<file path="src/verilog/woz_pkg.sv">
package woz_pkg;

    // ==================================================
    // Shared types
    // ==================================================
    typedef logic [7:0]  byte_t;
    typedef logic [31:0] lba_t;
    typedef logic [7:0]  track_id_t;

    // ==================================================
    // Address widths
    // ==================================================
    localparam int BUFF_ADDR_W  = 9;   // Byte within a 512-byte block
    localparam int META_ADDR_W  = 11;  // 2 KB metadata cache
    localparam int TRACK_ADDR_W = 14;  // 16 KB track buffer, 32 blocks

    // ==================================================
    // WOZ layout
    // ==================================================
    localparam logic [META_ADDR_W-1:0] META_TMAP_BASE = 11'd0;
    localparam logic [META_ADDR_W-1:0] META_TRKS_BASE = 11'd256;

    localparam int TMAP_ENTRIES     = 160;
    localparam int TRKS_BYTES       = 1280;  // 160 entries of 8 bytes
    localparam int WOZ_HEADER_BYTES = 12;

    localparam byte_t TMAP_EMPTY = 8'hFF;

    // Chunk ids, first file byte in the high byte
    localparam logic [31:0] CHUNK_INFO = 32'h494E_464F;
    localparam logic [31:0] CHUNK_TMAP = 32'h544D_4150;
    localparam logic [31:0] CHUNK_TRKS = 32'h5452_4B53;

endpackage
</file>
<file path="src/verilog/woz_chunk_parser.sv">
module woz_chunk_parser
    import woz_pkg::*;
(
    input  logic                   clk,
    input  logic                   reset,
    input  logic                   scan_clear,
    input  logic                   scan_active,
    input  logic                   byte_valid,
    input  byte_t                  byte_data,
    output logic [META_ADDR_W-1:0] meta_addr,
    output logic                   meta_we,
    output byte_t                  meta_din,
    output logic                   tables_found
);

    logic [3:0]  hdr_pos;
    logic [2:0]  chunk_hdr_pos;
    logic [31:0] chunk_id;
    logic [31:0] size_acc;
    logic [31:0] chunk_left;
    logic [31:0] chunk_index;
    logic        have_info;
    logic        have_tmap;
    logic        have_trks;

    assign tables_found = have_info && have_tmap && have_trks;

    always_ff @(posedge clk) begin
        if (reset || scan_clear) begin
            hdr_pos       <= '0;
            chunk_hdr_pos <= '0;
            chunk_id      <= '0;
            size_acc      <= '0;
            chunk_left    <= '0;
            chunk_index   <= '0;
            have_info     <= 1'b0;
            have_tmap     <= 1'b0;
            have_trks     <= 1'b0;
            meta_we       <= 1'b0;
        end else begin
            meta_we <= 1'b0;
            if (scan_active && byte_valid) begin
                if (hdr_pos < 4'(WOZ_HEADER_BYTES)) begin
                    // File header, signature and CRC ignored
                    hdr_pos <= hdr_pos + 4'd1;
                end else if (chunk_left == '0) begin
                    // Chunk header, 4-byte id then little-endian size
                    chunk_hdr_pos <= chunk_hdr_pos + 3'd1;
                    if (chunk_hdr_pos < 3'd4) begin
                        chunk_id <= {chunk_id[23:0], byte_data};
                    end else if (chunk_hdr_pos == 3'd7) begin
                        chunk_left  <= {byte_data, size_acc[31:8]};
                        chunk_index <= '0;
                    end else begin
                        size_acc <= {byte_data, size_acc[31:8]};
                    end
                end else begin
                    // Chunk body
                    if (chunk_id == CHUNK_INFO) begin
                        have_info <= 1'b1;
                    end else if (chunk_id == CHUNK_TMAP && chunk_index < TMAP_ENTRIES) begin
                        meta_addr <= META_TMAP_BASE + chunk_index[META_ADDR_W-1:0];
                        meta_din  <= byte_data;
                        meta_we   <= 1'b1;
                        if (chunk_index == TMAP_ENTRIES - 1) begin
                            have_tmap <= 1'b1;
                        end
                    end else if (chunk_id == CHUNK_TRKS && chunk_index < TRKS_BYTES) begin
                        meta_addr <= META_TRKS_BASE + chunk_index[META_ADDR_W-1:0];
                        meta_din  <= byte_data;
                        meta_we   <= 1'b1;
                        if (chunk_index == TRKS_BYTES - 1) begin
                            have_trks <= 1'b1;
                        end
                    end
                    chunk_index <= chunk_index + 32'd1;
                    chunk_left  <= chunk_left - 32'd1;
                    if (chunk_left == 32'd1) begin
                        chunk_id <= '0;
                        size_acc <= '0;
                    end
                end
            end
        end
    end

    // Metadata writes must land inside the controller's scan window
    assert property (@(posedge clk) disable iff (reset) meta_we |-> scan_active);

endmodule

</file>
<file path="config.mk">
export PLATFORM = sky130hd
export DESIGN_NAME = woz_chunk_parser
export DESIGN_NICKNAME = d
export VERILOG_FILES = /design/src/verilog/woz_pkg.sv /design/src/verilog/woz_chunk_parser.sv
export SDC_FILE = /design/constraint.sdc
export NUM_CORES = 1
export LEC_CHECK = 0
export BUFFER_PORTS_ARGS = -buffer_cell sky130_fd_sc_hd__buf_2
export CAP_MARGIN = 20
export CORE_MARGIN = 3
export CORE_UTILIZATION = 35
export CTS_BUF_LIST = sky130_fd_sc_hd__clkbuf_16
export CTS_CLUSTER_SIZE = 20
export DETAILED_ROUTE_END_ITERATION = 12
export PLACE_DENSITY_LB_ADDON = 0.05
export SLEW_MARGIN = 10
export SYNTH_ARGS = -nofsm -noshare
export SYNTH_HDL_FRONTEND = slang
export SYNTH_SLANG_ARGS = --single-unit
</file>
<file path="constraint.sdc">
create_clock -name clk -period 3.55 [get_ports clk]
set_input_delay 0.71 -clock clk [delete_from_list [all_inputs] [get_ports clk]]
set_output_delay 0.71 -clock clk [all_outputs]
set_load 0.01 [all_outputs]
</file>
; ---- After elaboration in Yosys (flattened, before gate mapping)
; Index checks and enable logic that the tools add are counted.
[word_totals]
n_memories = 0
ff_bits = 158
out_inout_bits = 21
rom_bits = 0
ram_bits = 0
latch_bits = 0
wordCells = 75
[op_classes]
n_mul = 0
bitwise_logic = 6
n_addsub = 5
n_reduce_logical = 19
magnitude_cmp = 4
n_eq_ne = 11
n_mux = 18
div_mod_pow = 0
shifts = 0
[op_table]
columns = op, n
row1 = 32-bit 2-to-1 mux, 12
row2 = 32-bit by 31-bit == test with 1-bit output (second input constant), 3
row3 = 32-bit by 1-bit adder with 32-bit output (second input constant), 1
row4 = 32-bit by 1-bit == test with 1-bit output (second input constant), 1
row5 = 32-bit by 11-bit == test with 1-bit output (second input constant), 1
row6 = 32-bit by 8-bit == test with 1-bit output (second input constant), 1
row7 = 32-bit zero test, 1
row8 = 32-bit by 11-bit less-than comparator with 1-bit output (second input constant), 1
row9 = 32-bit by 8-bit less-than comparator with 1-bit output (second input constant), 1
row10 = 32-bit by 1-bit subtractor with 32-bit output (second input constant), 1
row11 = 11-bit 2-to-1 mux, 2
row12 = 8-bit 2-to-1 mux, 2
row13 = 4-bit AND reduction, 3
row14 = 6-bit AND reduction, 2
row15 = 9-bit by 11-bit adder with 11-bit output (first input constant), 1
row16 = 7-bit AND reduction, 1
row17 = 1-bit inverter, 6
row18 = 1-bit logical AND, 5
row19 = 5-bit AND reduction, 1
row20 = 5-bit OR reduction, 1
row21 = 4-bit by 1-bit adder with 4-bit output (second input constant), 1
row22 = 4-bit less-than comparator (second input constant), 1
row23 = 2-bit by 1-bit != test with 1-bit output (second input constant), 2
row24 = 2-bit != test (second input constant), 2
row25 = other kinds (8), 10

; ---- Depth between registers and ports, before layout
[logic_depth]
depth_word = 4
mapped_depth = 10
mapped_depth_nobuf = 8

; ---- Worst setup path before layout
; OpenSTA, ideal clock, no wires.
[synth_timing]
path_type = reg-to-reg
from = reg chunk_index[8]
to = reg meta_addr[0] (enable)
slack_ps = 551
n_path_buf = 0
path_stages_with_launch = 8
arrival_ps = 2598
setup_ps = 401
t_required_ps = 3149
synth_period_minus_slack_ps = 2999
cell_sequence = dfxtp_1 inv_1 ha_1 inv_1 or4b_2 nor3_1 nand4_1 a21oi_1
[synth_between]
elab_chain_cells = 4
word_cells_on_any_way = 6
cone_classes = order compare: 2 / reduce/logical: 4
[synth_rtl]
columns = element, line
row1 = start: declaration, woz_chunk_parser.sv:21  ; logic [31:0] chunk_index;
row2 = start signal: assignment, woz_chunk_parser.sv:76  ; chunk_index <= chunk_index + 32'd1;
row3 = 32-bit by 8-bit less-than comparator with 1-bit output or 32-bit by 11-bit less-than comparator with 1-bit output (tied branches), "woz_chunk_parser.sv:61, woz_chunk_parser.sv:68"
row4 = "1-bit logical AND, on equally long branches", "woz_chunk_parser.sv:61, woz_chunk_parser.sv:68"
row5 = 2-bit nonzero test (no line) (*), n/a
row6 = 6-bit AND reduction (no line) (*), n/a
row7 = end signal: assignment, woz_chunk_parser.sv:62  ; meta_addr <= META_TMAP_BASE + chunk_index[META_ADDR_W-1:0];
row8 = end signal: assignment, woz_chunk_parser.sv:69  ; meta_addr <= META_TRKS_BASE + chunk_index[META_ADDR_W-1:0];
row9 = end: declaration, woz_chunk_parser.sv:10  ; output logic [META_ADDR_W-1:0] meta_addr,
; Mark *: on every way between the ends. The rest lies on a longest branch, timed or not.
; A chain may end at the register's enable or synchronous reset.

; ---- Final worst setup path
[layout_timing]
from = reg chunk_left[10]
to = reg chunk_index[28]
[layout_between]
elab_chain_cells = 3
word_cells_on_any_way = 5
cone_classes = eq/ne: 2 / mux: 1 / reduce/logical: 2
[layout_rtl]
columns = element, line
row1 = start: declaration, woz_chunk_parser.sv:20  ; logic [31:0] chunk_left;
row2 = start signal: assignment, woz_chunk_parser.sv:52  ; chunk_left <= {byte_data, size_acc[31:8]};
row3 = start signal: assignment, woz_chunk_parser.sv:77  ; chunk_left <= chunk_left - 32'd1;
row4 = 32-bit zero test (*), woz_chunk_parser.sv:46  ; end else if (chunk_left == '0) begin
row5 = 2-bit by 1-bit != test with 1-bit output (no line) or 2-bit != test (tied branches), n/a
row6 = 4-bit AND reduction (no line), n/a
; Marks and branches as above.

==> impl_metrics.json <==
{
  "combPwrFrac_pct": 1.5,
  "p_per_area_mw_per_mm2": 469,
  "die_x_microns": 144,
  "synth_top_area_share_pct": 39.3,
  "synth_common_cells": "131 x dfxtp_1, 68 x a21oi_1, 68 x nand2_1",
  "dp_hpwl_microns": 14100,
  "vias": 6106,
  "drv_cap": 0,
  "outcome": "finished, final reports clean",
  "synth.distinct_cells": 60,
  "clockBufferDepth": 2,
  "hp-class": "flop to flop",
  "cts_inserted_buffers": 17,
  "syn-num-nets": 763,
  "synth_compound_area_share_pct": 23.0,
  "synth.ff_latch_count": 150,
  "start_util_pct": 36.4,
  "p_sw_share_pct": 21.2,
  "crit_top_cell": "or4_1",
  "period_share_pct": 85.5,
  "setup_viol": 0,
  "clock-sinks": 150,
  "path_max_fanout": 23,
  "cts_resized": 0,
  "crit_type": "flop to flop",
  "ys.warnings.count": 0,
  "ctsHoldBuffers": 0,
  "fin_nets": 802,
  "yosysTopAreaCell": "dfxtp_1",
  "dpl.cell_count": 990,
  "yosys.area_share.simple_pct": 21.7,
  "postCtsSetupRepairBufs": 0,
  "critPathBufInv": 1,
  "row_count": 49,
  "synth_xor_area_share_pct": 1.97,
  "start_kind": "flop",
  "place.gp.congestion": 0.854,
  "p_switching_mw": 0.784,
  "synth_flop_cell": "dfxtp_1",
  "sequentialPowerShare_pct": 46.5,
  "grt_use_total_pct": 20.1,
  "synth_adder_area_share_pct": 1.69,
  "cp_top_family": "simple AND/OR/NAND/NOR gates",
  "slowest_stage": "or4_1",
  "clkLatencyLatePin_ns": 0.42,
  "yosysMostFrequentCell": "dfxtp_1",
  "hold_viol_final": 0,
  "ir_drop_uv": 310,
  "syn_avg_cell_area_sq_um": 9.01,
  "firstDrtPassIters": 5,
  "maxSlewViolCount": 0,
  "rrSetupSlack_ns": 0.52,
  "synth-seq-area-share_pct": 47.8,
  "diodes": 0,
  "antenna_found_initial": 0,
  "via_per_inst": 5.97,
  "ios": 34,
  "p_int_mw": 2.91,
  "cts_tree": "done",
  "drt_iter0_drc": 461,
  "p_clk_share_pct": 52.1,
  "fin_tns_setup_ns": 0,
  "crit_path_max_incr_delay_ns": 0.65,
  "synth_area_leaders": "dfxtp_1 39%, edfxtp_1 8.5%, a21oi_1 5.1%",
  "cts-root-buf": "clkbuf_16",
  "synthToLayoutAreaGrowth_pct": 17.9,
  "drive_gt1_share_pct": 14.0,
  "core_sq_mm": 0.0183,
  "grt_max_degree": 48,
  "clk_pin_slew_ns": 0.06,
  "antenna_left": 0,
  "final_cells": 1022,
  "crit_path_end_kind": "flop",
  "h-tree-depth": 4,
  "drc": 0,
  "io_buffers": 33,
  "worst_slew_pin_slew_ns": 0.871,
  "ys_async_sr_fraction_pct": 0,
  "p_leak_nw": 2.69,
  "fin_worst_skew_ns": 0.00594,
  "crit_chain": "or4_4 > or4_1 > nor2_1 > buf_4 > a211o_1 > or4_1 > a21oi_1",
  "grt_pass1_vias": 5802,
  "maxSlewHeadroom_pct": 41.6,
  "synthMuxAreaShare_pct": 0.599,
  "worstPathRequired_ns": 3.85,
  "synth_top_family_by_area": "compound AO/OA/AOI/OAI gates",
  "grt_pass1_wl_microns": 32300,
  "fin_crit_ns": 3.03,
  "synth.cell_area_sq_mm": 0.00668,
  "timing.fmax_mhz": 330,
  "syn_inst": 741,
  "grt_setup_unrepaired": "no",
  "synth_edf_count": 19,
  "wl_per_cell_microns": 19.9,
  "totalWireLength_microns": 20300,
  "grt-ovfl-total": 0,
  "die_height_microns": 144,
  "die_area_sq_mm": 0.0208,
  "crit_arrival_ns": 3.33,
  "power_mw": 3.69
}
==> routing by layer <==
layer	routed length, microns	up-vias	GRT usage, %
met2	9740	181	32.3
met3	1050	37	3.77
met4	616	0	8.89
met5	0	-	0
li1	-	2905	-
met1	8910	2983	26.4
==> kinds of logic (layout without fill, tap and decap cells) <==
logic type,count (synthesis),count (layout)
AOI/OAI and AO/OA,228,228
xor gates and xnor gates,15,15
adders and majority gates,9,9
buffers and inverters,55,107
DFF,150,150
muxes,4,4
and+or+nand+nor,280,280
==> flip-flops by register name (all words and copies together), names as in the netlist <==
| name | count |
|---|---|
| chunk_hdr_pos | 3 |
| chunk_id | 32 |
| chunk_index | 32 |
| chunk_left | 32 |
| have_info | 1 |
| have_tmap | 1 |
| have_trks | 1 |
| hdr_pos | 4 |
| meta_addr | 11 |
| meta_din | 8 |
| meta_we | 1 |
| size_acc | 24 |
==> through the flow <==
stage | worst slack [ns] | hold slack (ns) | util [%] | instance area, sq um
global placement | 0.480 | 0.435 | 39.5 | 7240
finish | 0.516 | 0.461 | 42.9 | 7870
floorplan | 0.551 | 0.417 | - | 6680
global route | 0.304 | 0.487 | 42.9 | 7870
CTS | 0.403 | 0.461 | 42.9 | 7860
detailed placement | 0.427 | 0.452 | 39.5 | 7240
==> power groups by stage <==
| stage | registers, mW | clock network [mW] | logic (mW) |
|---|---|---|---|
| after global placement | 1.75 | 0 | 0.0538 |
| after global routing | 1.71 | 2.05 | 0.0586 |
| after floorplan | 1.75 | 0 | 0.0275 |
| final | 1.72 | 1.92 | 0.0539 |
| after detailed placement | 1.75 | 0 | 0.0539 |
| after CTS | 1.71 | 1.97 | 0.0541 |
==> area by class of cell <==
type                    count  area [sq um]
fillers                  1809         10500
multi-input cells         536          3330
flip-flops and latches    150          3190
clock buffers              17           425
repair buffers             62           383
well taps                 229           287
clock inverters            15           203
inverters                  13          48.8
==> placed cells by master (no fill, tap or decap), types with 5 or more instances in the layout <==
master / synthesis / final
a211oi_1: 10 / 10
a21oi_1: 68 / 67
a22o_1: 33 / 33
a22oi_1: 5 / 5
a31oi_1: 7 / 7
a32o_1: 6 / 6
buf_2: 8 / 33
buf_4: 0 / 29
clkbuf_16: 0 / 17
dfxtp_1: 131 / 131
edfxtp_1: 19 / 19
ha_1: 9 / 9
inv_1: 13 / 13
nand2_1: 68 / 68
nand3_1: 51 / 51
nand4_1: 9 / 9
nor2_1: 52 / 49
nor3_1: 9 / 8
nor4_1: 16 / 14
o211ai_1: 5 / 5
o21ai_0: 38 / 38
o22ai_1: 6 / 6
o311ai_0: 7 / 7
o31ai_1: 11 / 10
or3_1: 28 / 28
or4_1: 17 / 17
xnor2_1: 13 / 13
==> path summary, 6_finish.rpt <==
| kind | cells after the start | from | endpoint |
|---|---|---|---|
| min | 2 | size_acc[11]$_SDFFE_PP0P_ | size_acc[11]$_SDFFE_PP0P_ |
| max reg2reg | 7 | chunk_left[10]$_SDFFE_PP0P_ | chunk_index[28]$_SDFFE_PP0P_ |
| min reg2reg | 2 | size_acc[11]$_SDFFE_PP0P_ | size_acc[11]$_SDFFE_PP0P_ |
| max | 7 | chunk_left[10]$_SDFFE_PP0P_ | chunk_index[28]$_SDFFE_PP0P_ |
==> tightest hold or removal path: cells and delay by family, from the launching register on <==
family | cells | cell delay, ns
AOI/OAI and AO/OA | 1 | 0.05
DFF | 1 | 0.31
and+or+nand+nor | 1 | 0.05
(Power assumes the default switching activity.)
