`config.mk`:
```
export PLATFORM = sky130hd
export DESIGN_NAME = disk_controller
export DESIGN_NICKNAME = d
export VERILOG_FILES = /design/src/verilog/woz_pkg.sv /design/src/verilog/disk_controller.sv
export SDC_FILE = /design/constraint.sdc
export NUM_CORES = 1
export LEC_CHECK = 0
export ABC_AREA = 0
export BUFFER_PORTS_ARGS = -buffer_cell sky130_fd_sc_hd__buf_2
export CAP_MARGIN = 25
export CORE_ASPECT_RATIO = 1.5
export CORE_MARGIN = 5
export CORE_UTILIZATION = 53
export DETAILED_ROUTE_END_ITERATION = 8
export PLACE_DENSITY = 0.78
export SYNTH_ARGS = -nofsm -noshare
export SYNTH_HDL_FRONTEND = slang
export SYNTH_SLANG_ARGS = --single-unit
```
`constraint.sdc`:
```
create_clock -name clk -period 5.3 [get_ports clk]
set_input_delay 1.06 -clock clk [delete_from_list [all_inputs] [get_ports clk]]
set_output_delay 1.06 -clock clk [all_outputs]
set_load 0.01 [all_outputs]
```
`src/verilog/woz_pkg.sv`:
```
package woz_pkg;

    // ==================================================
    // Shared types
    // ==================================================
    typedef logic [7:0]  byte_t;
    typedef logic [31:0] lba_t;
    typedef logic [7:0]  track_id_t;

    // ==================================================
    // Address widths
    // ==================================================
    localparam int BUFF_ADDR_W  = 9;   // Byte within a 512-byte block
    localparam int META_ADDR_W  = 11;  // 2 KB metadata cache
    localparam int TRACK_ADDR_W = 14;  // 16 KB track buffer, 32 blocks

    // ==================================================
    // WOZ layout
    // ==================================================
    localparam logic [META_ADDR_W-1:0] META_TMAP_BASE = 11'd0;
    localparam logic [META_ADDR_W-1:0] META_TRKS_BASE = 11'd256;

    localparam int TMAP_ENTRIES     = 160;
    localparam int TRKS_BYTES       = 1280;  // 160 entries of 8 bytes
    localparam int WOZ_HEADER_BYTES = 12;

    localparam byte_t TMAP_EMPTY = 8'hFF;

    // Chunk ids, first file byte in the high byte
    localparam logic [31:0] CHUNK_INFO = 32'h494E_464F;
    localparam logic [31:0] CHUNK_TMAP = 32'h544D_4150;
    localparam logic [31:0] CHUNK_TRKS = 32'h5452_4B53;

endpackage
```
`src/verilog/disk_controller.sv`:
```
module disk_controller
    import woz_pkg::*;
#(
    parameter int SCAN_BLOCK_LIMIT = 256
) (
    input  logic        clk,
    input  logic        reset,
    input  logic        img_mounted,
    input  track_id_t   track_id,
    input  logic        block_done,
    input  logic        tables_found,
    input  logic        lookup_done,
    input  logic        track_empty,
    input  logic [15:0] start_block,
    input  logic [15:0] block_count,
    input  logic [31:0] track_bits,
    output logic        block_start,
    output lba_t        block_lba,
    output logic        scan_clear,
    output logic        scan_active,
    output logic        lookup_start,
    output track_id_t   lookup_track,
    output logic        load_active,
    output logic [15:0] load_block,
    output logic        ready,
    output logic        busy,
    output logic [31:0] bit_count,
    output logic        disk_mounted
);

    localparam logic [15:0] SCAN_LIMIT = 16'(SCAN_BLOCK_LIMIT);

    typedef enum logic [2:0] {S_INIT, S_SCAN, S_IDLE, S_LOOKUP, S_LOAD} state_t;

    state_t      state;
    logic        prev_mounted;
    logic        scan_failed;
    logic [15:0] scan_blocks;
    logic        cached_valid;
    track_id_t   cached_track;
    logic        track_done;

    assign disk_mounted = img_mounted && !scan_failed;
    assign scan_active  = (state == S_SCAN);
    assign load_active  = (state == S_LOAD);

    // Last block of the track, or a lookup with nothing to fetch
    assign track_done = (state == S_LOAD && block_done && load_block + 16'd1 >= block_count) ||
                        (state == S_LOOKUP && lookup_done &&
                         (track_empty || block_count == 16'd0));

    always_ff @(posedge clk) begin
        if (reset) begin
            state        <= S_INIT;
            prev_mounted <= 1'b0;
            scan_failed  <= 1'b0;
            scan_blocks  <= '0;
            cached_valid <= 1'b0;
            ready        <= 1'b0;
            busy         <= 1'b0;
            bit_count    <= '0;
            block_start  <= 1'b0;
            scan_clear   <= 1'b0;
            lookup_start <= 1'b0;
        end else begin
            prev_mounted <= img_mounted;
            block_start  <= 1'b0;
            scan_clear   <= 1'b0;
            lookup_start <= 1'b0;

            case (state)
                S_SCAN: if (block_done) begin
                    scan_blocks <= scan_blocks + 16'd1;
                    if (tables_found) begin
                        state <= S_IDLE;
                    end else if (scan_blocks >= SCAN_LIMIT) begin
                        state       <= S_INIT;
                        busy        <= 1'b0;
                        scan_failed <= 1'b1;
                    end else begin
                        block_lba   <= block_lba + 32'd1;
                        block_start <= 1'b1;
                    end
                end
                S_IDLE: if (!cached_valid || track_id != cached_track) begin
                    state        <= S_LOOKUP;
                    lookup_track <= track_id;
                    lookup_start <= 1'b1;
                    ready        <= 1'b0;
                    busy         <= 1'b1;
                end
                S_LOOKUP: if (lookup_done && !track_done) begin
                    state       <= S_LOAD;
                    block_lba   <= {16'd0, start_block};
                    load_block  <= '0;
                    block_start <= 1'b1;
                end
                S_LOAD: if (block_done && !track_done) begin
                    load_block  <= load_block + 16'd1;
                    block_lba   <= block_lba + 32'd1;
                    block_start <= 1'b1;
                end
                default: ;
            endcase

            if (track_done) begin
                state        <= S_IDLE;
                cached_valid <= 1'b1;
                cached_track <= lookup_track;
                bit_count    <= track_empty ? 32'd0 : track_bits;
                ready        <= 1'b1;
                busy         <= 1'b0;
            end

            // ==================================================
            // Mount and unmount edges win over the FSM
            // ==================================================
            if (img_mounted && !prev_mounted) begin
                state        <= S_SCAN;
                scan_failed  <= 1'b0;
                scan_blocks  <= '0;
                cached_valid <= 1'b0;
                ready        <= 1'b0;
                busy         <= 1'b1;
                scan_clear   <= 1'b1;
                block_lba    <= '0;
                block_start  <= 1'b1;
            end else if (!img_mounted && prev_mounted) begin
                state        <= S_INIT;
                scan_failed  <= 1'b0;
                cached_valid <= 1'b0;
                ready        <= 1'b0;
                busy         <= 1'b0;
                bit_count    <= '0;
                block_start  <= 1'b0;
            end
        end
    end

    assert property (@(posedge clk) disable iff (reset) !(ready && busy));

endmodule

```
# Word-level counts from Yosys, hierarchy flattened
# Cells that the tools add are included.
# totals
ff_bits,123
latch_bits,0
mem_bits_rw,0
mem_bits_ro,0
input_bits,79
output_inout_bits,96
word_cells,134
memories,0
# classes
n_addsub,3
n_mul,0
div_mod_pow,0
order_cmp,2
n_eq_ne,25
n_shift,0
muxes,43
n_bitwise,3
reduce_logical,41
# op_table
cell,count
32-bit two-way mux,9
32-bit one-hot mux with 3 select lines,1
"16-bit by 1-bit adder with 16-bit output, second input constant",2
"32-bit by 1-bit adder with 32-bit output, second input constant",1
16-bit two-way mux,2
16-bit one-hot mux with 2 select lines,1
1-bit two-way mux,21
5-bit AND reduction,4
"3-bit by 2-bit != test with 1-bit output, second input constant",6
16-bit greater-or-equal comparator,1
"16-bit by 9-bit greater-or-equal comparator with 1-bit output, second input constant",1
16-bit logical NOT,1
3-bit two-way mux,5
"5-bit by 2-bit != test with 1-bit output, second input constant",3
1-bit logical AND,9
3-bit one-hot mux with 3 select lines,1
8-bit != test,1
4-bit AND reduction,2
4-bit nonzero test,2
7-bit AND reduction,1
"3-bit by 2-bit == test with 1-bit output, second input constant",2
"3-bit by 1-bit != test with 1-bit output, second input constant",2
"6-bit by 2-bit != test with 1-bit output, second input constant",1
2-bit AND reduction,3
other kinds (22),35

# Longest topological paths before layout
# Gate-level depths: netlist (run 1).
# depth
depth_word,11
mapped_depth,13
mapped_depth_nobuf,12

# Least setup slack after synthesis (run 1)
# Ideal clock, no wire load.
# synth_path
kind,register -> register
startpoint,reg load_block[2]
endpoint,reg block_lba[0] (enable)
setup_ps,391
arrival_time_ps,3757
required_time_ps,4909
slack_ps,1151
stages_incl_launch_ff,13
n_path_buf,0
synth_period_minus_slack_ps,4149
path_cell_list,edfxtp_1 and4_1 nand3_1 nor3_2 nor3b_1 xor2_1 ha_1 nand4_1 a211oi_1 or3_4 or4b_1 o21ai_1 a31o_1
# synth_via
elab_chain_len,8
word_cells_on_any_way,10
cone_classes,add/sub (1); order compare (1); eq/ne (2); reduce/logical (6)
# synth_rtl
item,line,rtl
from (decl),disk_controller.sv:24,"output logic [15:0] load_block,"
from (signal assigned),disk_controller.sv:99,load_block <= load_block + 16'd1;
16-bit by 1-bit adder with 16-bit output (*),disk_controller.sv:48,assign track_done = (state == S_LOAD && block_done && load_block + 16'd1 >= block_count) ||
16-bit greater-or-equal comparator (*),disk_controller.sv:48,
1-bit logical AND (*),disk_controller.sv:48,
1-bit logical OR (*),disk_controller.sv:48,
1-bit logical NOT (*),"disk_controller.sv:92, disk_controller.sv:98",
1-bit logical AND (on tied branches),"disk_controller.sv:92, disk_controller.sv:98",
3-bit by 1-bit != test with 1-bit output (no line),n/a,
7-bit AND reduction (no line) (*),n/a,
to (signal assigned),disk_controller.sv:81,block_lba <= block_lba + 32'd1;
to (signal assigned),disk_controller.sv:94,"block_lba <= {16'd0, start_block};"
to (signal assigned),disk_controller.sv:100,block_lba <= block_lba + 32'd1;
to (decl),disk_controller.sv:18,"output lba_t block_lba,"
# Mark *: on every way between the ends. The rest lies on a longest branch, timed or not.
# A chain may end at the register's enable or synchronous reset.

# Worst setup path in the final report (run 1)
# Same ends and word-level chain as after synthesis.

==> results of run 1 <==
cells by family (layout without fill, tap and decap cells):
kind of cell             after synthesis  in the layout
multiplexers                          33             33
AO/OA/AOI/OAI                         73             73
XOR/XNOR                              61             61
adder cells (fa/ha/maj)               22             22
buffers and inverters                 59            239
flip-flops                           123            123
AND/OR/NAND/NOR                      292            292
area by class of cell:
| cell class | count | area [um2] | share of cell area (%) |
|---|---|---|---|
| multi-input cells | 481 | 3210 | 39.5 |
| flip-flops and latches | 123 | 3100 | 38.1 |
| clock inverters | 15 | 196 | 2.41 |
| inverters | 29 | 109 | 1.34 |
| clock buffers | 17 | 425 | 5.22 |
| well taps | 156 | 195 | 2.40 |
| repair buffers | 178 | 901 | 11.1 |
registers in the layout, summed over array words and instances, names as in the netlist:
name and count:
block_lba 32, cached_track 8, lookup_track 8, busy 1, state 3, ready 1
scan_blocks 16, cached_valid 1, bit_count 32, load_block 16, scan_clear 1, block_start 1
scan_failed 1, lookup_start 1, prev_mounted 1
synthesized netlist by cell type (all sizes together) (2+ instances only):
cell / count
nand3: 26
or3: 10
nor3b: 2
nor4: 10
o211ai: 2
nand3b: 32
ha: 22
nor2b: 3
nand4b: 2
o21ai: 17
mux2i: 33
a2111oi: 2
a21oi: 24
edfxtp: 64
xor2: 30
nor2: 69
and4: 5
and2: 18
nand4: 15
inv: 29
a211oi: 17
nor3: 17
dfxtp: 59
nand2: 63
xnor2: 31
clkbuf: 17
buf: 13
and3: 8
nand2b: 8
power breakdown:
part,switching [mW],internal [mW]
logic,0.113,0.0853
registers,0.0282,1.03
clock network,0.423,0.786
worst max path at each step:
stage	startpoint	end
finish	load_block[2]	block_lba[0]
global route	load_block[2]	block_lba[1]
CTS	load_block[2]	block_lba[1]
detailed placement	load_block[2]	block_lba[11]
global placement	load_block[2]	block_lba[18]
floorplan	load_block[2]	block_lba[0]
metrics by stage:
stage | instance area [um2] | hold WS [ns] | instances
final | 8140 | 0.460 | 999
after global routing | 8140 | 0.469 | 999
after CTS | 8140 | 0.461 | 999
after detailed placement | 7520 | 0.450 | 967
after global placement | 7520 | 0.441 | 967
after floorplan | 6590 | 0.437 | 663
metal layers:
layer	share of wire, %	GRT usage [%]	vias up
li1	-	-	2683
met1	36	23.6	2663
met2	54	40.7	179
met3	6.1	5.11	44
met4	3.2	9.65	0
met5	0	0	-
worst max-delay path: cells and delay by family (launching register included):
family | cells | cell delay [ns]
AND/OR/NAND/NOR | 7 | 2.18
flip-flops | 1 | 0.44
buffers and inverters | 1 | 0.37
AO/OA/AOI/OAI | 3 | 0.34
adder cells (fa/ha/maj) | 1 | 0.29
XOR/XNOR | 1 | 0.24
==> impl_results.md, run 1 <==
* Status: complete, no violations
* Post-Syn Area at 0.00659 mm2
* Fin. max-slew vios at 0
* Async SR Flop Fraction at 0%
* Slowest cell on the critical path: or4b_1
* Post-route ant nets at 0
* Max FO, Critical Path at 32
* GR Util All Layers at 22.2%
* Pwr Total at 2.47 mW
* Syn-to-layout area delta at 23.6%
* Area contributors post-synth: edfxtp_1 (29%), dfxtp_1 (18%), mux2i_1 (5.0%)
* CTS tree: built
* Max Clock Skew at 0.0105 ns
* RSZ-0062 raised after global routing: no
* Post-Synth Adder-Cell Area at 4.18%
* Slew HR at 34.2%
* Final Setup Violations at 0
* Compound-Gate Fraction of Synth Area at 7.50%
* Post-synthesis mux area share at 5.02%
* Post_cts resized at 0
* Leading cell types in the layout, fill and taps excluded: buf_2 (174), nor2_1 (68), edfxtp_1 (64), nand2_1 (63), dfxtp_1 (59)
* Min-Delay Path Class: flop to flop
* Row count at 50
* Port buffer count at 174
* Longest Clk Path Bufs at 2
* Cells after Synth at 663
* Largest family of logic cells by synthesized area: simple AND/OR/NAND/NOR gates
* Initial Util at 53.4%
* Clock latency on the worst-skew pair at 0.40 ns
* Crit share post-route at 79.7%
* Worst EP arrival at 4.28 ns
* Total wire length at 16500 um
* Total of max-cap violations at 0
* Period minus WS final at 4.23 ns
* Synth Area in Simple Gates at 23.8%
* Core box area at 0.0123 mm2
* Post-synth top area cell: edfxtp_1
* DP HPWL at 12400 um
* Htree depth at 4
* TritonCTS Sinks at 123
* Clock transition at path regs at 0.06 ns
* First-pass GRT wire length at 26500 um
* Largest net degree at the start of global routing at 39
* Power density cells at 303 mW/mm2
* Num ports at 175
* Die Y at 147 um
* Max frequency at 237 MHz
* LEAKAGE at 3.59 nW
* Number of diodes at 0
* Number of enable flip-flop cells after synthesis at 64
* Post-synthesis sequential area ratio at 47.1%
* Final hold violation count at 0
* Largest stage delay, worst path at 0.54 ns
* Final #Nets at 931
* Most common cell after layout, fill and taps aside: buf_2
* CTS Buf Count at 17
* WL/cell at 16.5 um
* GPL Wtd Cong at 0.897
* Final Core Density at 66.1%
* Reg2reg setup slack at 1.07 ns
* Die area at 0.0148 mm2
* Root cell of the clock tree: clkbuf_16
* Ys flop type: edfxtp_1
* Die W at 101 um
* Worst slack at placement at 1.16 ns
* CP Capture Type: flop
* DRT Pass-1 Iters at 5
* Setup TNS at 0 ns
* Synth Register Bits at 123
* Reg2reg end: block_lba[0]
* Overflow after GRT at 0
* Drt initial violations at 269
* Vias in the first global route at 5719
* CP required at 5.35 ns
* Post-CTS Repair Setup Buffers at 0
* DR vias/cell at 5.57
* Worst setup path class: flop to flop
* Syn Area/Cell at 9.93 um2
* Critical Path Start Type: flop
* Synth cell types at 55
* Worst hold path endpoint: bit_count[2]
* # hold bufs at CTS at 0
* Initial antenna violation count at 0
* Layout cells sized above 1 at 26.1%
* Post-route setup slack at 1.07 ns
* Synth top area share at 29.2%
* RR Startpoint: load_block[2]
* CP Cell Sequence: and4_1 > nand3_1 > nor3_2 > nor3b_1 > xor2_1 > ha_1 > nand4_1 > a211oi_1 > or3_4 > or4b_1 > o21ai_1 > a31o_1 > buf_4
* Hold Path Depth at 2
* Slew @ Worst Pin at 0.985 ns
* Fillers at 955
* Post-Syn Nets at 764
* Worst reg2reg path depth at 13
* Hold Path Origin: bit_count[2]
* Post-Synth XOR/XNOR Area at 8.11%
* Worst VDD drop at 258 uV
* Drc violations at 0
* Via count at 5569
* Synth warn at 0
Note: power is estimated with default switching activity, not from simulation.
==> run 2: changes to the inputs <==
- CORE_UTILIZATION: 53 -> 48
- PLACE_DENSITY: 0.78 -> 0.75
- clock period: 5.3 -> 3.7 ns (I/O delays scaled with it)
==> run 2 against run 1 <==
Register-to-register slack got worse by 0.92 ns; global-route usage fell by 2.4 points; clock skew fell by 0.0028 ns; clock power rose by 42%; routed wire length fell by 1.9%; highest routed layer is now met5.
==> impl_results.md, run 2 (synthesized netlist as in run 1, its figures left out) <==
* Post-route ant nets at 0
* Die area at 0.0162 mm2
* DR vias/cell at 5.39
* Overflow after GRT at 0
* TritonCTS Sinks at 123
* CP required at 3.82 ns
* Multi-input gate area at 0.00326 mm2
* Cell Area, Placed at 0.00770 mm2
* Initial Util at 48.9%
* Die Y at 153 um
* Largest stage delay, worst path at 0.51 ns
* Worst path bufs/invs at 1
* Most common cell after layout, fill and taps aside: buf_2
* Port buffer count at 174
* Worst hold path endpoint: cached_track[5]
* Min-Delay Path Class: flop to flop
* Fillers at 1142
* Longest Clk Path Bufs at 2
* Drt initial violations at 338
* Slew @ Worst Pin at 0.746 ns
* RR Startpoint: load_block[2]
* First-pass GRT wire length at 26400 um
* LEAKAGE at 3.74 nW
* Fin. max-slew vios at 0
* Hold Path Depth at 0
* Vias in the first global route at 5502
* Top flop regs: bit_count (32), block_lba (32)
* Top delay family on crit path: simple AND/OR/NAND/NOR gates
* Syn-to-layout area delta at 27.4%
* Die W at 106 um
* Period minus WS final at 3.55 ns
* DP HPWL at 12000 um
* Critical Path Start Type: flop
* Final hold violation count at 0
* WL/cell at 15.8 um
* CTS Buf Count at 17
* Max frequency at 282 MHz
* Worst reg2reg path depth at 13
* Core box area at 0.0135 mm2
* Slowest cell on the critical path: or4b_1
* Layout cells sized above 1 at 28.3%
* Worst hold margin at 0.441 ns
* CP Cell Sequence: and4_4 > nand3_2 > nor3_4 > nand3_1 > xnor2_2 > ha_1 > a211oi_2 > nor2_1 > or3_4 > or4b_1 > o21ai_1 > a31o_4 > clkbuf_16
* Max FO, Critical Path at 11
* Slew HR at 50.2%
* Via count at 5510
* GPL Wtd Cong at 0.929
* CTS tree: built
* Row count at 52
* Worst EP arrival at 3.67 ns
* Post-route setup slack at 0.149 ns
* Hold Path Origin: lookup_track[5]
* Reg2reg setup slack at 0.15 ns
* CP Capture Type: flop
* Crit share post-route at 96.0%
* Reg2reg end: block_lba[21]
* Power density cells at 422 mW/mm2
* Total of max-cap violations at 0
* Clock latency on the worst-skew pair at 0.41 ns
* Num ports at 175
* Status: complete, no violations
* Worst setup path class: flop to flop
* Max Clock Skew at 0.00765 ns
* Largest net degree at the start of global routing at 37
* Cell area after layout at 0.00839 mm2
* Final Setup Violations at 0
* Drc violations at 0
* Worst VDD drop at 301 uV
* Initial antenna violation count at 1
* Final #Nets at 949
* Total wire length at 16200 um
* GR Util All Layers at 19.8%
* Sequential Area at 0.00310 mm2
* Root cell of the clock tree: clkbuf_16
* Number of diodes at 0
* Worst slack at placement at -0.000800 ns
* Leading cell types in the layout, fill and taps excluded: buf_2 (174), nor2_1 (68), edfxtp_1 (64), nand2_1 (63), dfxtp_1 (59)
* Htree depth at 4
* DRT Pass-1 Iters at 4
* Clock transition at path regs at 0.06 ns
==> run 2: layer usage <==
layer / GRT usage [%] / wire, um / vias up
met5: 0 / 11 / -
met4: 6.85 / 317 / 2
met3: 6.84 / 1440 / 29
met2: 33.3 / 8010 / 209
met1: 23.5 / 6440 / 2546
li1: - / - / 2724
==> run 2: worst register-to-register path, cell delays in order (launching register included) <==
cell and delay (ns):
edfxtp_1 0.36, and4_4 0.26, nand3_2 0.11, nor3_4 0.19, nand3_1 0.16, xnor2_2 0.17
ha_1 0.31, a211oi_2 0.18, nor2_1 0.07, or3_4 0.38, or4b_1 0.51, o21ai_1 0.12
a31o_4 0.25, clkbuf_16 0.19
==> run 2: power by group <==
group | leakage [nW] | internal [mW] | total [mW] | switching (mW)
Clock | 0.301 | 1.11 | 1.72 | 0.602
Combinational | 2.33 | 0.139 | 0.305 | 0.166
Sequential | 1.11 | 1.48 | 1.52 | 0.0390
Total | 3.74 | 2.73 | 3.54 | 0.807
==> run 2: per-stage QoR <==
step | std cells | TNS (ns) | total power [mW] | util [%]
3_3_place_gp | 986 | 0 | 1.84 | 57.2
2_1_floorplan | 663 | 0 | 1.71 | -
4_1_cts | 1018 | 0 | 3.56 | 61.8
5_1_grt | 1023 | -0.0229 | 3.67 | 62.3
6_report | 1023 | 0 | 3.54 | 62.3
3_5_place_dp | 986 | -0.00814 | 1.84 | 57.2
==> run 2: final cells by class <==
cell class | count | share of cell area (%)
clock buffers | 21 | 5.62
clock inverters | 11 | 1.64
inverters | 29 | 1.30
well taps | 162 | 2.42
flip-flops and latches | 123 | 37.0
repair buffers | 196 | 13.2
multi-input cells | 481 | 38.9
==> run 2: timing repair <==
action / 4_1_cts / 5_1_grt
cloned: 0 / 1
resized for setup: 1 / 5
pin swaps: 0 / 3
hold buffers: 0 / 0
setup endpoints to repair: 22 / 51
setup buffers: 0 / 4
==> run 2: how the worst max path moves through the flow <==
stage                   from             to  slack [ns]  depth (start not counted)
4_1_cts        load_block[2]   block_lba[1]        0.01                         13
5_1_grt        load_block[0]   block_lba[0]      -0.004                         12
6_report       load_block[2]  block_lba[21]        0.15                         13
3_3_place_gp   load_block[2]  block_lba[12]        0.12                         13
2_1_floorplan  load_block[2]   block_lba[0]        0.01                         12
3_5_place_dp   load_block[2]  block_lba[13]     -0.0008                         13
