--- src/verilog/woz_pkg.sv ---
package woz_pkg;

    // ==================================================
    // Shared types
    // ==================================================
    typedef logic [7:0]  byte_t;
    typedef logic [31:0] lba_t;
    typedef logic [7:0]  track_id_t;

    // ==================================================
    // Address widths
    // ==================================================
    localparam int BUFF_ADDR_W  = 9;   // Byte within a 512-byte block
    localparam int META_ADDR_W  = 11;  // 2 KB metadata cache
    localparam int TRACK_ADDR_W = 14;  // 16 KB track buffer, 32 blocks

    // ==================================================
    // WOZ layout
    // ==================================================
    localparam logic [META_ADDR_W-1:0] META_TMAP_BASE = 11'd0;
    localparam logic [META_ADDR_W-1:0] META_TRKS_BASE = 11'd256;

    localparam int TMAP_ENTRIES     = 160;
    localparam int TRKS_BYTES       = 1280;  // 160 entries of 8 bytes
    localparam int WOZ_HEADER_BYTES = 12;

    localparam byte_t TMAP_EMPTY = 8'hFF;

    // Chunk ids, first file byte in the high byte
    localparam logic [31:0] CHUNK_INFO = 32'h494E_464F;
    localparam logic [31:0] CHUNK_TMAP = 32'h544D_4150;
    localparam logic [31:0] CHUNK_TRKS = 32'h5452_4B53;

endpackage
--- src/verilog/track_entry_lookup.sv ---
module track_entry_lookup
    import woz_pkg::*;
(
    input  logic                   clk,
    input  logic                   reset,
    input  logic                   lookup_start,
    input  track_id_t              lookup_track,
    input  byte_t                  meta_rdata,
    output logic [META_ADDR_W-1:0] meta_raddr,
    output logic                   lookup_done,
    output logic                   track_empty,
    output logic [15:0]            start_block,
    output logic [15:0]            block_count,
    output logic [31:0]            track_bits
);

    logic        active;
    logic [4:0]  step;
    logic [63:0] entry;

    // TRKS entry is start block, block count, bit count, all little-endian
    assign start_block = entry[15:0];
    assign block_count = entry[31:16];
    assign track_bits  = entry[63:32];

    // Each byte is a read and a wait, TMAP first, then the 8 entry bytes
    always_ff @(posedge clk) begin
        if (reset) begin
            active      <= 1'b0;
            step        <= '0;
            lookup_done <= 1'b0;
            track_empty <= 1'b0;
        end else begin
            lookup_done <= 1'b0;
            if (lookup_start) begin
                active     <= 1'b1;
                step       <= 5'd1;
                meta_raddr <= META_TMAP_BASE + {3'b000, lookup_track};
            end else if (active) begin
                step <= step + 5'd1;
                if (step == 5'd2) begin
                    // Empty tracks still run the full sequence
                    track_empty <= (meta_rdata == TMAP_EMPTY);
                    meta_raddr  <= META_TRKS_BASE + {meta_rdata, 3'b000};
                end else if (step >= 5'd4 && step <= 5'd18 && !step[0]) begin
                    entry <= {meta_rdata, entry[63:8]};
                    meta_raddr <= meta_raddr + 1'b1;
                end else if (step == 5'd19) begin
                    active      <= 1'b0;
                    lookup_done <= 1'b1;
                end
            end
        end
    end

endmodule

--- config.mk ---
export PLATFORM = sky130hd
export DESIGN_NAME = track_entry_lookup
export DESIGN_NICKNAME = d
export VERILOG_FILES = /design/src/verilog/woz_pkg.sv /design/src/verilog/track_entry_lookup.sv
export SDC_FILE = /design/constraint.sdc
export NUM_CORES = 1
export LEC_CHECK = 0
export CAP_MARGIN = 15
export CORE_ASPECT_RATIO = 0.5
export CORE_MARGIN = 5
export CORE_UTILIZATION = 58
export CTS_BUF_LIST = sky130_fd_sc_hd__clkbuf_4
export CTS_CLUSTER_DIAMETER = 120
export DETAILED_ROUTE_END_ITERATION = 6
export DONT_BUFFER_PORTS = 1
export PLACE_DENSITY = 0.76
export SYNTH_ARGS = -nofsm -noshare
export SYNTH_HDL_FRONTEND = slang
export SYNTH_SLANG_ARGS = --single-unit
--- constraint.sdc ---
create_clock -name clk -period 4.06 [get_ports clk]
set_clock_uncertainty 0.1 [all_clocks]
set_input_delay 0.406 -clock clk [delete_from_list [all_inputs] [get_ports clk]]
set_output_delay 0.406 -clock clk [all_outputs]
set_load 0.05 [all_outputs]
* Word level (Yosys, flattened, before mapping) *
Cells that the tools add are included.

storage, ports and cells
  bits in registers = 83
  input bits = 19
  logic and storage cells = 42
  output and inout bits = 77

operators by class
  equality and inequality tests = 3
  order comparisons = 2
  bitwise logic cells = 4
  multiplexer cells = 12
  reductions and logical operators = 10
  $add $sub $neg = 3

operators by type and width
  cell                                                                                 count
  11-bit 2-to-1 mux                                                                    3
  11-bit by 1-bit adder with 11-bit output, second input constant                      1
  9-bit by 11-bit adder with 11-bit output, first input constant                       1
  8-bit == test, second input constant                                                 1
  1-bit 2-to-1 mux                                                                     8
  8-bit 2-to-1 mux                                                                     1
  3-bit AND reduction                                                                  2
  5-bit by 1-bit adder with 5-bit output, second input constant                        1
  5-bit by 2-bit == test with 1-bit output, second input constant                      1
  5-bit == test, second input constant                                                 1
  5-bit by 3-bit greater-or-equal comparator with 1-bit output, second input constant  1
  5-bit <= comparator, second input constant                                           1
  5-bit AND reduction                                                                  1
  5-bit OR reduction                                                                   1
  1-bit inverter                                                                       4
  3-bit nonzero test                                                                   1
  1-bit logical AND                                                                    2
  2-bit nonzero test                                                                   1
  2-bit OR reduction                                                                   1
  1-bit logical NOT                                                                    1

* Depth between registers and ports, before layout *
Gate-level depths: netlist of the first run.

  word-level depth = 7
  depth in mapped cells = 7
  gate-level depth less buffers = 6

* Least setup slack after synthesis of the first run *
Ideal clock, no wire load.

  path type = flip-flop to flip-flop
  start = register step[0]
  end = register entry[0], enable pin
  cell stages (with the launch flop) = 8
  path buffers = 2
  arrival time = 3881 ps
  library setup time = 486 ps
  slack = -408 ps
  cells stage by stage = dfxtp_1 > inv_1 > ha_1 > or4b_1 > buf_2 > buf_4 > nand3_1 > nor2_1

between the ends
  cells in the longest elaborated chain, start to end = 4
  elaborated cells between the ends (all ways) = 8

ends and longest elaborated chain
  item                                                                                                        RTL line                  RTL
  start: declaration                                                                                          track_entry_lookup.sv:18  logic [4:0] step;
  start signal: assignment                                                                                    track_entry_lookup.sv:40  step <= step + 5'd1;
  5-bit by 3-bit greater-or-equal comparator with 1-bit output / 5-bit <= comparator (equally long branches)  track_entry_lookup.sv:45  end else if (step >= 5'd4 && step <= 5'd18 && !step[0]) begin
  1-bit logical AND (2 in a row)                                                                              track_entry_lookup.sv:45
  5-bit AND reduction (no line) *                                                                             --
  end signal: assignment                                                                                      track_entry_lookup.sv:46  entry <= {meta_rdata, entry[63:8]};
  end: declaration                                                                                            track_entry_lookup.sv:19  logic [63:0] entry;

Mark *: on every way between the ends. The rest lies on a longest branch, timed or not.
A chain may end at the register's enable or synchronous reset.

* Worst setup path in the final report of the first run *
  start = register step[0]
  end = register entry[54], enable pin

Same word-level chain as after synthesis.

==> run_results.csv, run 1 <==
group,metric,value,unit
floorplanning,ios,96,
routing,vias_per_cell,5.767,
sta,fmax,355.9,MHz
sta,rsz0062_at_grt,"false",
worst_setup_path,slowest_delay,0.63,ns
placement,dp_hpwl,3929,um
placement,place_congestion,0.8017,
floorplanning,die_w,112.4,um
logic_synthesis,synth-seq-cells,83,
logic_synthesis,synth_nets,204,
clocking,cts_buffer_depth,2,
worst_setup_path,crit_path_end_kind,"flip-flop",
finish,nFillCells,349,
sta,setup_ws,1.250,ns
clocking,cts-buffers-inserted,9,
routing,drt-pass1-iter-count,4,
worst_setup_path,required,4.08,ns
worst_setup_path,arrival,2.83,ns
finish,seqCellArea,2412,um^2
logic_synthesis,yosysWarnings,0,
clocking,clkTransAtPathRegs,0.11,ns
logic_synthesis,synth_top_area_share,74.10,%
routing,vias,1557,
floorplanning,start_util,60.79,%
logic_synthesis,syn_area,3039,um^2
placement,place_worst_setup_slack,1.245,ns
power,ir_drop,192.6,uV
outcome,status,"finished clean",
clocking,cts_tree,"built",
placement,postPlaceCellArea,3131,um^2
logic_synthesis,synth_commonest_cells,"edfxtp_1, nor2_1, xor2_1",
global_routing,grt_usage,16.82,%
finish,drive_gt1_share,9.500,%
clocking,cts_sinks,83,
logic_synthesis,synth_top_area_cell,"edfxtp_1",
sta,setup_viol,0,
placement,portBuffers,0,
global_routing,antenna_found_initial,0,
finish,final_area,3388,um^2
clocking,root_buffer,"clkbuf_4",
global_routing,grt_pass1_wl,8390,um
global_routing,grt_start_max_net_pins,38,
routing,post_drt_wl_per_cell,20.59,um
worst_setup_path,path_cells,"inv_1 > ha_1 > or4b_1 > nand3_1 > nor2_4 > buf_12",
worst_setup_path,worstPathMaxFanout,37,
routing,drt_iter0_markers,117,
floorplanning,num_rows,18,
floorplanning,core-area,5000,um^2
power,p_leak,0.001102,uW
logic_synthesis,syn_avg_cell_area,16.88,um^2
routing,wirelength,5560,um
clocking,h-tree-depth,3,
finish,fin_nets,220,
placement,placed_cells,245,
worst_setup_path,crit_type,"reg -> reg",
logic_synthesis,synthArstFlopShare,0,%
global_routing,overflow,0,
logic_synthesis,yosysMostFrequentCell,"edfxtp_1",
logic_synthesis,yosysSeqAreaShare,79.37,%
finish,antenna_cells,0,
global_routing,first_global_vias,1543,
sta,slew_headroom,49.69,%
worst_setup_path,critPathSlowestCell,"nor2_4",
hold_path,min_path_type,"in -> reg",
worst_setup_path,startpoint_type,"flip-flop",
clocking,post_cts_resized,0,
sta,hold_viol_final,0,
sta,tns,0,ns
finish,multi_input_area,588.1,um^2
sta,worst_slew_pin_slew,0.7441,ns
finish,area_growth,11.49,%
routing,ant_nets,0,
floorplanning,dieArea,6875,um^2
sta,finalCritPeriodShare,69.20,%
power,power_per_cell_area,447.2,nW/um^2
logic_synthesis,synthDistinctLibCells,29,
clocking,insertion_delay,0.41,ns
floorplanning,die_h,61.19,um
logic_synthesis,synthCells,180,
logic_synthesis,synth_area_leaders,"edfxtp_1, dfxtp_1, xor2_1",
routing,drc_errors,0,
flow_run,maxCapViolCount,0,
sta,maxSlewViolCount,0,
logic_synthesis,synth-edff-count,75,
finish,stdcell_count,270,
logic_synthesis,ys.flop_type,"edfxtp_1",
sta,min_period,2.810,ns
==> layout by cell type, fill, tap and decap left out, types with 6 or more instances in the layout <==
master | synthesis | layout
xor2_1 | 10 | 10
nand2_1 | 9 | 9
nand4_1 | 9 | 9
dfxtp_1 | 8 | 8
nor2_1 | 13 | 12
nor3_1 | 6 | 6
edfxtp_1 | 75 | 75
dlygate4sd3_1 | 0 | 10
clkbuf_4 | 0 | 9
==> worst paths after layout <==
| path | endpoint | slack [ns] | cells past startpoint | start |
|---|---|---|---|---|
| worst max-delay path | entry[54]$_DFFE_PP_ | 1.25 | 6 | step[0]$_SDFFE_PP0P_ |
| worst min-delay path | step[0]$_SDFFE_PP0P_ | 0.04 | 2 | lookup_start |
| worst max register to register | entry[54]$_DFFE_PP_ | 1.25 | 6 | step[0]$_SDFFE_PP0P_ |
| worst min register to register | step[1]$_SDFFE_PP0P_ | 0.48 | 2 | step[1]$_SDFFE_PP0P_ |
==> area by class of cell <==
type | instances | area share, %
sequential | 83 | 71.20
clock inverter | 6 | 2.659
inverter | 4 | 0.4431
timing repair buffer | 12 | 3.767
clock buffer | 9 | 1.994
tap | 70 | 2.585
multi-input combinational | 86 | 17.36
==> per-layer routing <==
layer / routed length, um / track usage (%) / vias to the layer above
met1: 2124 / 17.63 / 755
met3: 639 / 10.79 / 4
met2: 2740 / 28.45 / 77
li1: - / - / 721
met4: 55 / 5.993 / 0
met5: 0 / 0 / -
==> where the power goes <==
| group | internal [uW] | switching (uW) |
|---|---|---|
| registers | 929 | 27.7 |
| logic | 21.9 | 19.6 |
| clock network | 249 | 269 |
| total | 1200 | 316 |
==> logic make-up after synthesis <==
family          count (synthesis)  share of synthesized area, %
compound gates                 14                         3.211
buf+inv                        11                         1.523
xor+xnor                       15                         4.323
flops                          83                         79.37
fa+ha+maj                       5                         2.058
simple gates                   48                         8.193
mux                             4                         1.317
==> state kept, by name (all words and copies together), names as in the netlist <==
name	count
entry	64
meta_raddr	11
step	5
active	1
lookup_done	1
track_empty	1
==> worst max-delay path, delay by kind of cell (launching register included) <==
family	cells	cell delay [ns]
flip-flops	1	0.43
adder cells (fa/ha/maj)	1	0.22
AND/OR/NAND/NOR	3	1.34
buffers and inverters	2	0.41
==> metrics by stage <==
step / util (%) / hold slack [ns] / power, uW
floorplan: - / 0.4012 / 1003
global placement: 62.61 / 0.3801 / 1006
detailed placement: 62.61 / 0.3823 / 1008
CTS: 67.77 / 0.002099 / 1529
global route: 67.77 / 0.01084 / 1570
finish: 67.77 / 0.03909 / 1515
==> what timing repair did <==
| item | 4_1_cts | 5_1_grt |
|---|---|---|
| endpoints found under the setup margin | 0 | 0 |
| setup buffers | 0 | 0 |
| hold buffers | 10 | 0 |
| endpoints found under the hold margin | 15 | 0 |
(Power assumes the default switching activity.)
==> inputs of run 2 (changes only) <==
==> constraint.sdc (replaced) <==
create_clock -name clk -period 2.45 [get_ports clk]
set_clock_uncertainty 0.1 [all_clocks]
set_input_delay 0.245 -clock clk [delete_from_list [all_inputs] [get_ports clk]]
set_output_delay 0.245 -clock clk [all_outputs]
set_load 0.05 [all_outputs]
==> run 2 against run 1 <==
Against the previous run:
- sequential cell count stayed put
- largest power group unchanged
- largest cell class unchanged
- final area up 4.8%
- critical path depth is 1 lower
- combinational power increased to 3.1 times the previous value
- utilization increased by 3.3 points
- sequential power up 63%
- first-iteration DRC count shrank 9.4%
- critical endpoint is now entry[24]$_DFFE_PP_
- register-to-register slack lost 1.0 ns
==> run_results.csv, run 2 (same netlist as run 1, synthesis figures left out) <==
group,metric,value,unit
finish,antenna_cells,0,
clocking,cts-buffers-inserted,9,
sta,slew_headroom,47.01,%
sta,maxSlewViolCount,0,
clocking,h-tree-depth,3,
hold_path,min_path_type,"in -> reg",
placement,dp_hpwl,3889,um
clocking,hold_buffers,19,
power,power_per_cell_area,671.0,nW/um^2
finish,top_register,"entry",
worst_setup_path,reg2reg_from,"step[0]$_SDFFE_PP0P_",
finish,stdcell_count,291,
sta,finalCritPeriodShare,94.98,%
clocking,clkTransAtPathRegs,0.13,ns
worst_setup_path,crit_type,"in -> reg",
floorplanning,start_util,60.79,%
finish,layout_commonest_cell,"edfxtp_1",
finish,largest_register_ffs,64,
flow_run,maxCapViolCount,0,
global_routing,grt_usage,17.38,%
finish,nFillCells,336,
global_routing,antenna_found_initial,0,
floorplanning,num_rows,18,
power,p_comb_share,5.3,%
clocking,insertion_delay,0.42,ns
routing,post_drt_wl_per_cell,19.34,um
power,internal_power,1825,uW
power,p_total,2383,uW
clocking,post_cts_resized,0,
clocking,cts_sinks,83,
clocking,cts_tree,"built",
power,switchingPower,558.0,uW
sta,tns,0,ns
power,ir_drop,321.8,uV
worst_setup_path,required,2.47,ns
floorplanning,core-area,5000,um^2
global_routing,overflow,0,
hold_path,holdCritStartpoint,"meta_rdata[0]",
routing,drt_iter0_markers,106,
outcome,status,"finished clean",
sta,setup_viol,0,
worst_setup_path,arrival,2.35,ns
global_routing,grt_start_max_net_pins,44,
placement,place_congestion,0.7556,
placement,portBuffers,0,
placement,placed_cells,256,
sta,whs,0.02243,ns
worst_setup_path,cp-startpoint,"lookup_start",
finish,area_growth,16.84,%
routing,vias,1645,
floorplanning,die_w,112.4,um
floorplanning,die_h,61.19,um
power,pwr-share-clk,29.3,%
finish,mostFrequentLayoutCells,"edfxtp_1, dlygate4sd3_1, nor2_1, buf_4",
finish,fin_nets,240,
sta,fmax,429.7,MHz
power,netSwitchingFraction,23.42,%
sta,setup_ws,0.1229,ns
finish,reg_top3,"entry x64, meta_raddr x11, step x5",
global_routing,grt_pass1_wl,8797,um
clocking,cts_buffer_depth,2,
floorplanning,ios,96,
routing,vias_per_cell,5.653,
worst_setup_path,crit_path_end_kind,"flip-flop",
sta,hold_viol_final,0,
power,p_leak,0.001171,uW
routing,ant_nets,0,
power,p_seq_share,65.3,%
worst_setup_path,startpoint_type,"input pin",
clocking,root_buffer,"clkbuf_4",
worst_setup_path,worstPathMaxFanout,43,
clocking,post-cts-setup-buffers,0,
global_routing,first_global_vias,1631,
sta,rsz0062_at_grt,"false",
routing,drc_errors,0,
sta,worst_slew_pin_slew,0.7922,ns
floorplanning,dieArea,6875,um^2
routing,drt-pass1-iter-count,4,
finish,drive_gt1_share,16.29,%
sta,min_period,2.327,ns
routing,wirelength,5629,um
placement,place_worst_setup_slack,0.2342,ns
run 2: cell count changes in the layout (fill, tap and decap cells not counted), moves of 2 or more:
cell           before  now
bufinv_16           2    0
dlygate4sd3_1      10   19
clkinvlp_4          1    3
buf_4               1   12
run 2: worst paths after layout:
| check | to | slack (ns) | depth (start not counted) |
|---|---|---|---|
| max reg2reg | entry[24]$_DFFE_PP_ | 0.24 | 6 |
| min | meta_raddr[3]$_DFFE_PP_ | 0.02 | 2 |
| max | entry[24]$_DFFE_PP_ | 0.12 | 5 |
| min reg2reg | lookup_done$_SDFF_PP0_ | 0.45 | 2 |
run 2: area by class of cell:
type	instances	area [um^2]	share of cell area [%]
inverter	4	15.01	0.4228
timing repair buffer	32	300.3	8.457
tap	70	87.58	2.467
clock buffer	10	75.07	2.114
multi-input combinational	86	608.1	17.12
clock inverter	6	51.30	1.445
sequential	83	2414	67.97
run 2: power by group through the flow:
stage | Clock [uW] | Combinational (uW) | Sequential (uW)
4_1_cts | 720 | 127 | 1560
3_3_place_gp | 0 | 91.2 | 1590
3_5_place_dp | 0 | 94.4 | 1590
2_1_floorplan | 0 | 56.3 | 1610
6_report | 699 | 127 | 1560
5_1_grt | 791 | 139 | 1560
run 2: through the flow:
step,cell area [um^2],util [%]
CTS,3551,71.02
finish,3551,71.02
floorplan,3078,-
global placement,3234,64.69
global route,3551,71.02
detailed placement,3234,64.69
run 2: metal layers:
layer  track usage (%)  share of wire, %  up-vias
met4             8.562               2.2        0
met3             9.225                12       14
met5                 0                 0        -
met2             28.20                48       80
met1             19.54                37      788
li1                  -                 -      763
run 2: critical path, cell delays in order:
cell           delay [ns]
dlygate4sd3_1        0.83
nor2_1               0.30
nand3_4              0.11
nor2_4               0.53
buf_12               0.32
==> inputs of run 3 (changes only) <==
--- a/config.mk
+++ b/config.mk
@@ -14,6 +14,7 @@
 export DETAILED_ROUTE_END_ITERATION = 6
 export DONT_BUFFER_PORTS = 1
 export PLACE_DENSITY = 0.76
+export REMOVE_ABC_BUFFERS = 1
 export SYNTH_ARGS = -nofsm -noshare
 export SYNTH_HDL_FRONTEND = slang
 export SYNTH_SLANG_ARGS = --single-unit
==> run 3 against run 2 <==
Against the previous run:
- sequential cell count unchanged
- final area increased by 0.42%
- via count increased by 0.67%
- register-to-register slack got worse by 0.04 ns
- non-clock buffer count increased by 4
- cell count increased by 1.7%
- combinational power increased by 6%
- largest cell class unchanged
==> run_results.csv, run 3 (same netlist as run 1, synthesis figures left out) <==
group,metric,value,unit
worst_setup_path,startpoint_type,"input pin",
finish,mostFrequentLayoutCells,"edfxtp_1, dlygate4sd3_1, buf_4, nor2_1, xor2_1",
worst_setup_path,crit_type,"in -> reg",
worst_setup_path,reg2reg_from,"step[0]$_SDFFE_PP0P_",
sta,slew_headroom,45.25,%
hold_path,holdCritStartpoint,"meta_rdata[5]",
floorplanning,num_rows,18,
placement,placed_cells,260,
finish,fin_nets,245,
worst_setup_path,worstPathMaxFanout,32,
power,power_per_cell_area,674.8,nW/um^2
flow_run,maxCapViolCount,0,
routing,drt-pass1-iter-count,4,
finish,stdcell_count,296,
sta,hold_viol_final,0,
sta,rsz0062_at_grt,"false",
finish,drive_gt1_share,15.93,%
worst_setup_path,cp-startpoint,"lookup_start",
global_routing,grt_usage,17.81,%
sta,setup_ws,0.1140,ns
hold_path,hold_depth,4,
routing,drc_errors,0,
worst_setup_path,r2r_end,"entry[30]$_DFFE_PP_",
worst_setup_path,r2r_cells,6,
sta,min_period,2.336,ns
hold_path,min_path_type,"in -> reg",
clocking,h-tree-depth,3,
sta,fmax,428.1,MHz
clocking,cts_buffer_depth,2,
sta,maxSlewViolCount,0,
finish,layout_commonest_cell,"edfxtp_1",
worst_setup_path,slowest_delay,0.84,ns
clocking,root_buffer,"clkbuf_4",
clocking,cts-buffers-inserted,9,
placement,portBuffers,0,
finish,reg_top3,"entry x64, meta_raddr x11, step x5",
global_routing,overflow,0,
floorplanning,dieArea,6875,um^2
finish,top_register,"entry",
floorplanning,die_h,61.19,um
finish,fin_util,71.32,%
floorplanning,core-area,5000,um^2
finish,multi_input_area,594.3,um^2
hold_path,min_to,"track_empty$_SDFFE_PP0P_",
sta,worst_slew_pin_slew,0.8185,ns
routing,ant_nets,0,
placement,place_congestion,0.8400,
routing,vias_per_cell,5.595,
outcome,status,"finished clean",
routing,wirelength,6005,um
power,p_leak,0.001203,uW
worst_setup_path,crit_path_end_kind,"flip-flop",
global_routing,grt_pass1_wl,8983,um
finish,antenna_cells,0,
worst_setup_path,critPathSlowestCell,"dlygate4sd3_1",
floorplanning,die_w,112.4,um
sta,setup_viol,0,
placement,place_worst_setup_slack,0.08128,ns
floorplanning,start_util,60.79,%
routing,vias,1656,
clocking,cts_tree,"built",
power,ir_drop,398.8,uV
finish,nFillCells,339,
routing,post_drt_wl_per_cell,20.29,um
floorplanning,ios,96,
worst_setup_path,arrival,2.36,ns
routing,drt_iter0_markers,125,
clocking,post-cts-setup-buffers,0,
worst_setup_path,required,2.47,ns
clocking,insertion_delay,0.42,ns
finish,area_growth,17.33,%
worst_setup_path,rrSetupSlack,0.20,ns
finish,largest_register_ffs,64,
worst_setup_path,path_cells,"dlygate4sd3_1 > nor2_1 > nand3_1 > nor2_4 > buf_12",
global_routing,first_global_vias,1652,
clocking,cts_sinks,83,
finish,seqCellArea,2412,um^2
sta,finalCritPeriodShare,95.35,%
global_routing,grt_start_max_net_pins,34,
placement,dp_hpwl,3989,um
clocking,clkTransAtPathRegs,0.13,ns
global_routing,antenna_found_initial,0,
[run 3: repair_timing]
action,4_1_cts,5_1_grt
setup endpoints to repair,0,32
hold endpoints to repair,27,0
resized for setup,0,0
hold buffers,19,0
[run 3: worst max-delay path by stage]
stage | to | slack, ns | depth (start not counted)
after floorplan | entry[0]$_DFFE_PP_ | -2.02 | 5
after global placement | entry[13]$_DFFE_PP_ | 0.18 | 6
after detailed placement | entry[4]$_DFFE_PP_ | 0.08 | 6
after CTS | entry[53]$_DFFE_PP_ | 0.005 | 5
after global routing | entry[30]$_DFFE_PP_ | 0.007 | 5
final | entry[30]$_DFFE_PP_ | 0.11 | 5
[run 3: layout make-up]
cell class	count	area share, %
clock buffer	9	1.895
tap	70	2.456
inverter	4	0.4211
multi-input combinational	87	16.67
clock inverter	7	1.649
sequential	83	67.65
timing repair buffer	36	9.263
[run 3: worst max-delay path, delay by kind of cell]
| kind | cells | cell delay (ns) |
|---|---|---|
| AND/OR/NAND/NOR | 3 | 0.99 |
| buffers and inverters | 2 | 1.11 |
[run 3: where the power goes]
group,internal (uW),total (uW),switching [uW],leakage (uW)
sequential,1540,1550,14.3,0.000743
clock,226,718,491,0.0000692
combinational,59.7,135,75.8,0.000391
total,1820,2410,582,0.00120
[run 3: metal layers]
layer  part of all wire [%]  wire [um]  up-vias  GRT usage, %
li1                       -          -      771             -
met1                     39       2361      794         20.08
met2                     50       2980       83         31.16
met3                     10        611        8         8.734
met4                   0.87         52        0         5.308
met5                      0          0        -             0
[run 3: per-stage QoR]
stage | hold WS [ns] | cell area, um^2 | power, uW | TNS [ns]
after floorplan | 0.2174 | 3008 | 1653 | -130.72
after global placement | 0.2192 | 3243 | 1684 | 0
after detailed placement | 0.2241 | 3243 | 1688 | 0
after CTS | 0.004276 | 3560 | 2415 | 0
after global routing | 0.03444 | 3566 | 2503 | 0
final | 0.02106 | 3566 | 2406 | 0
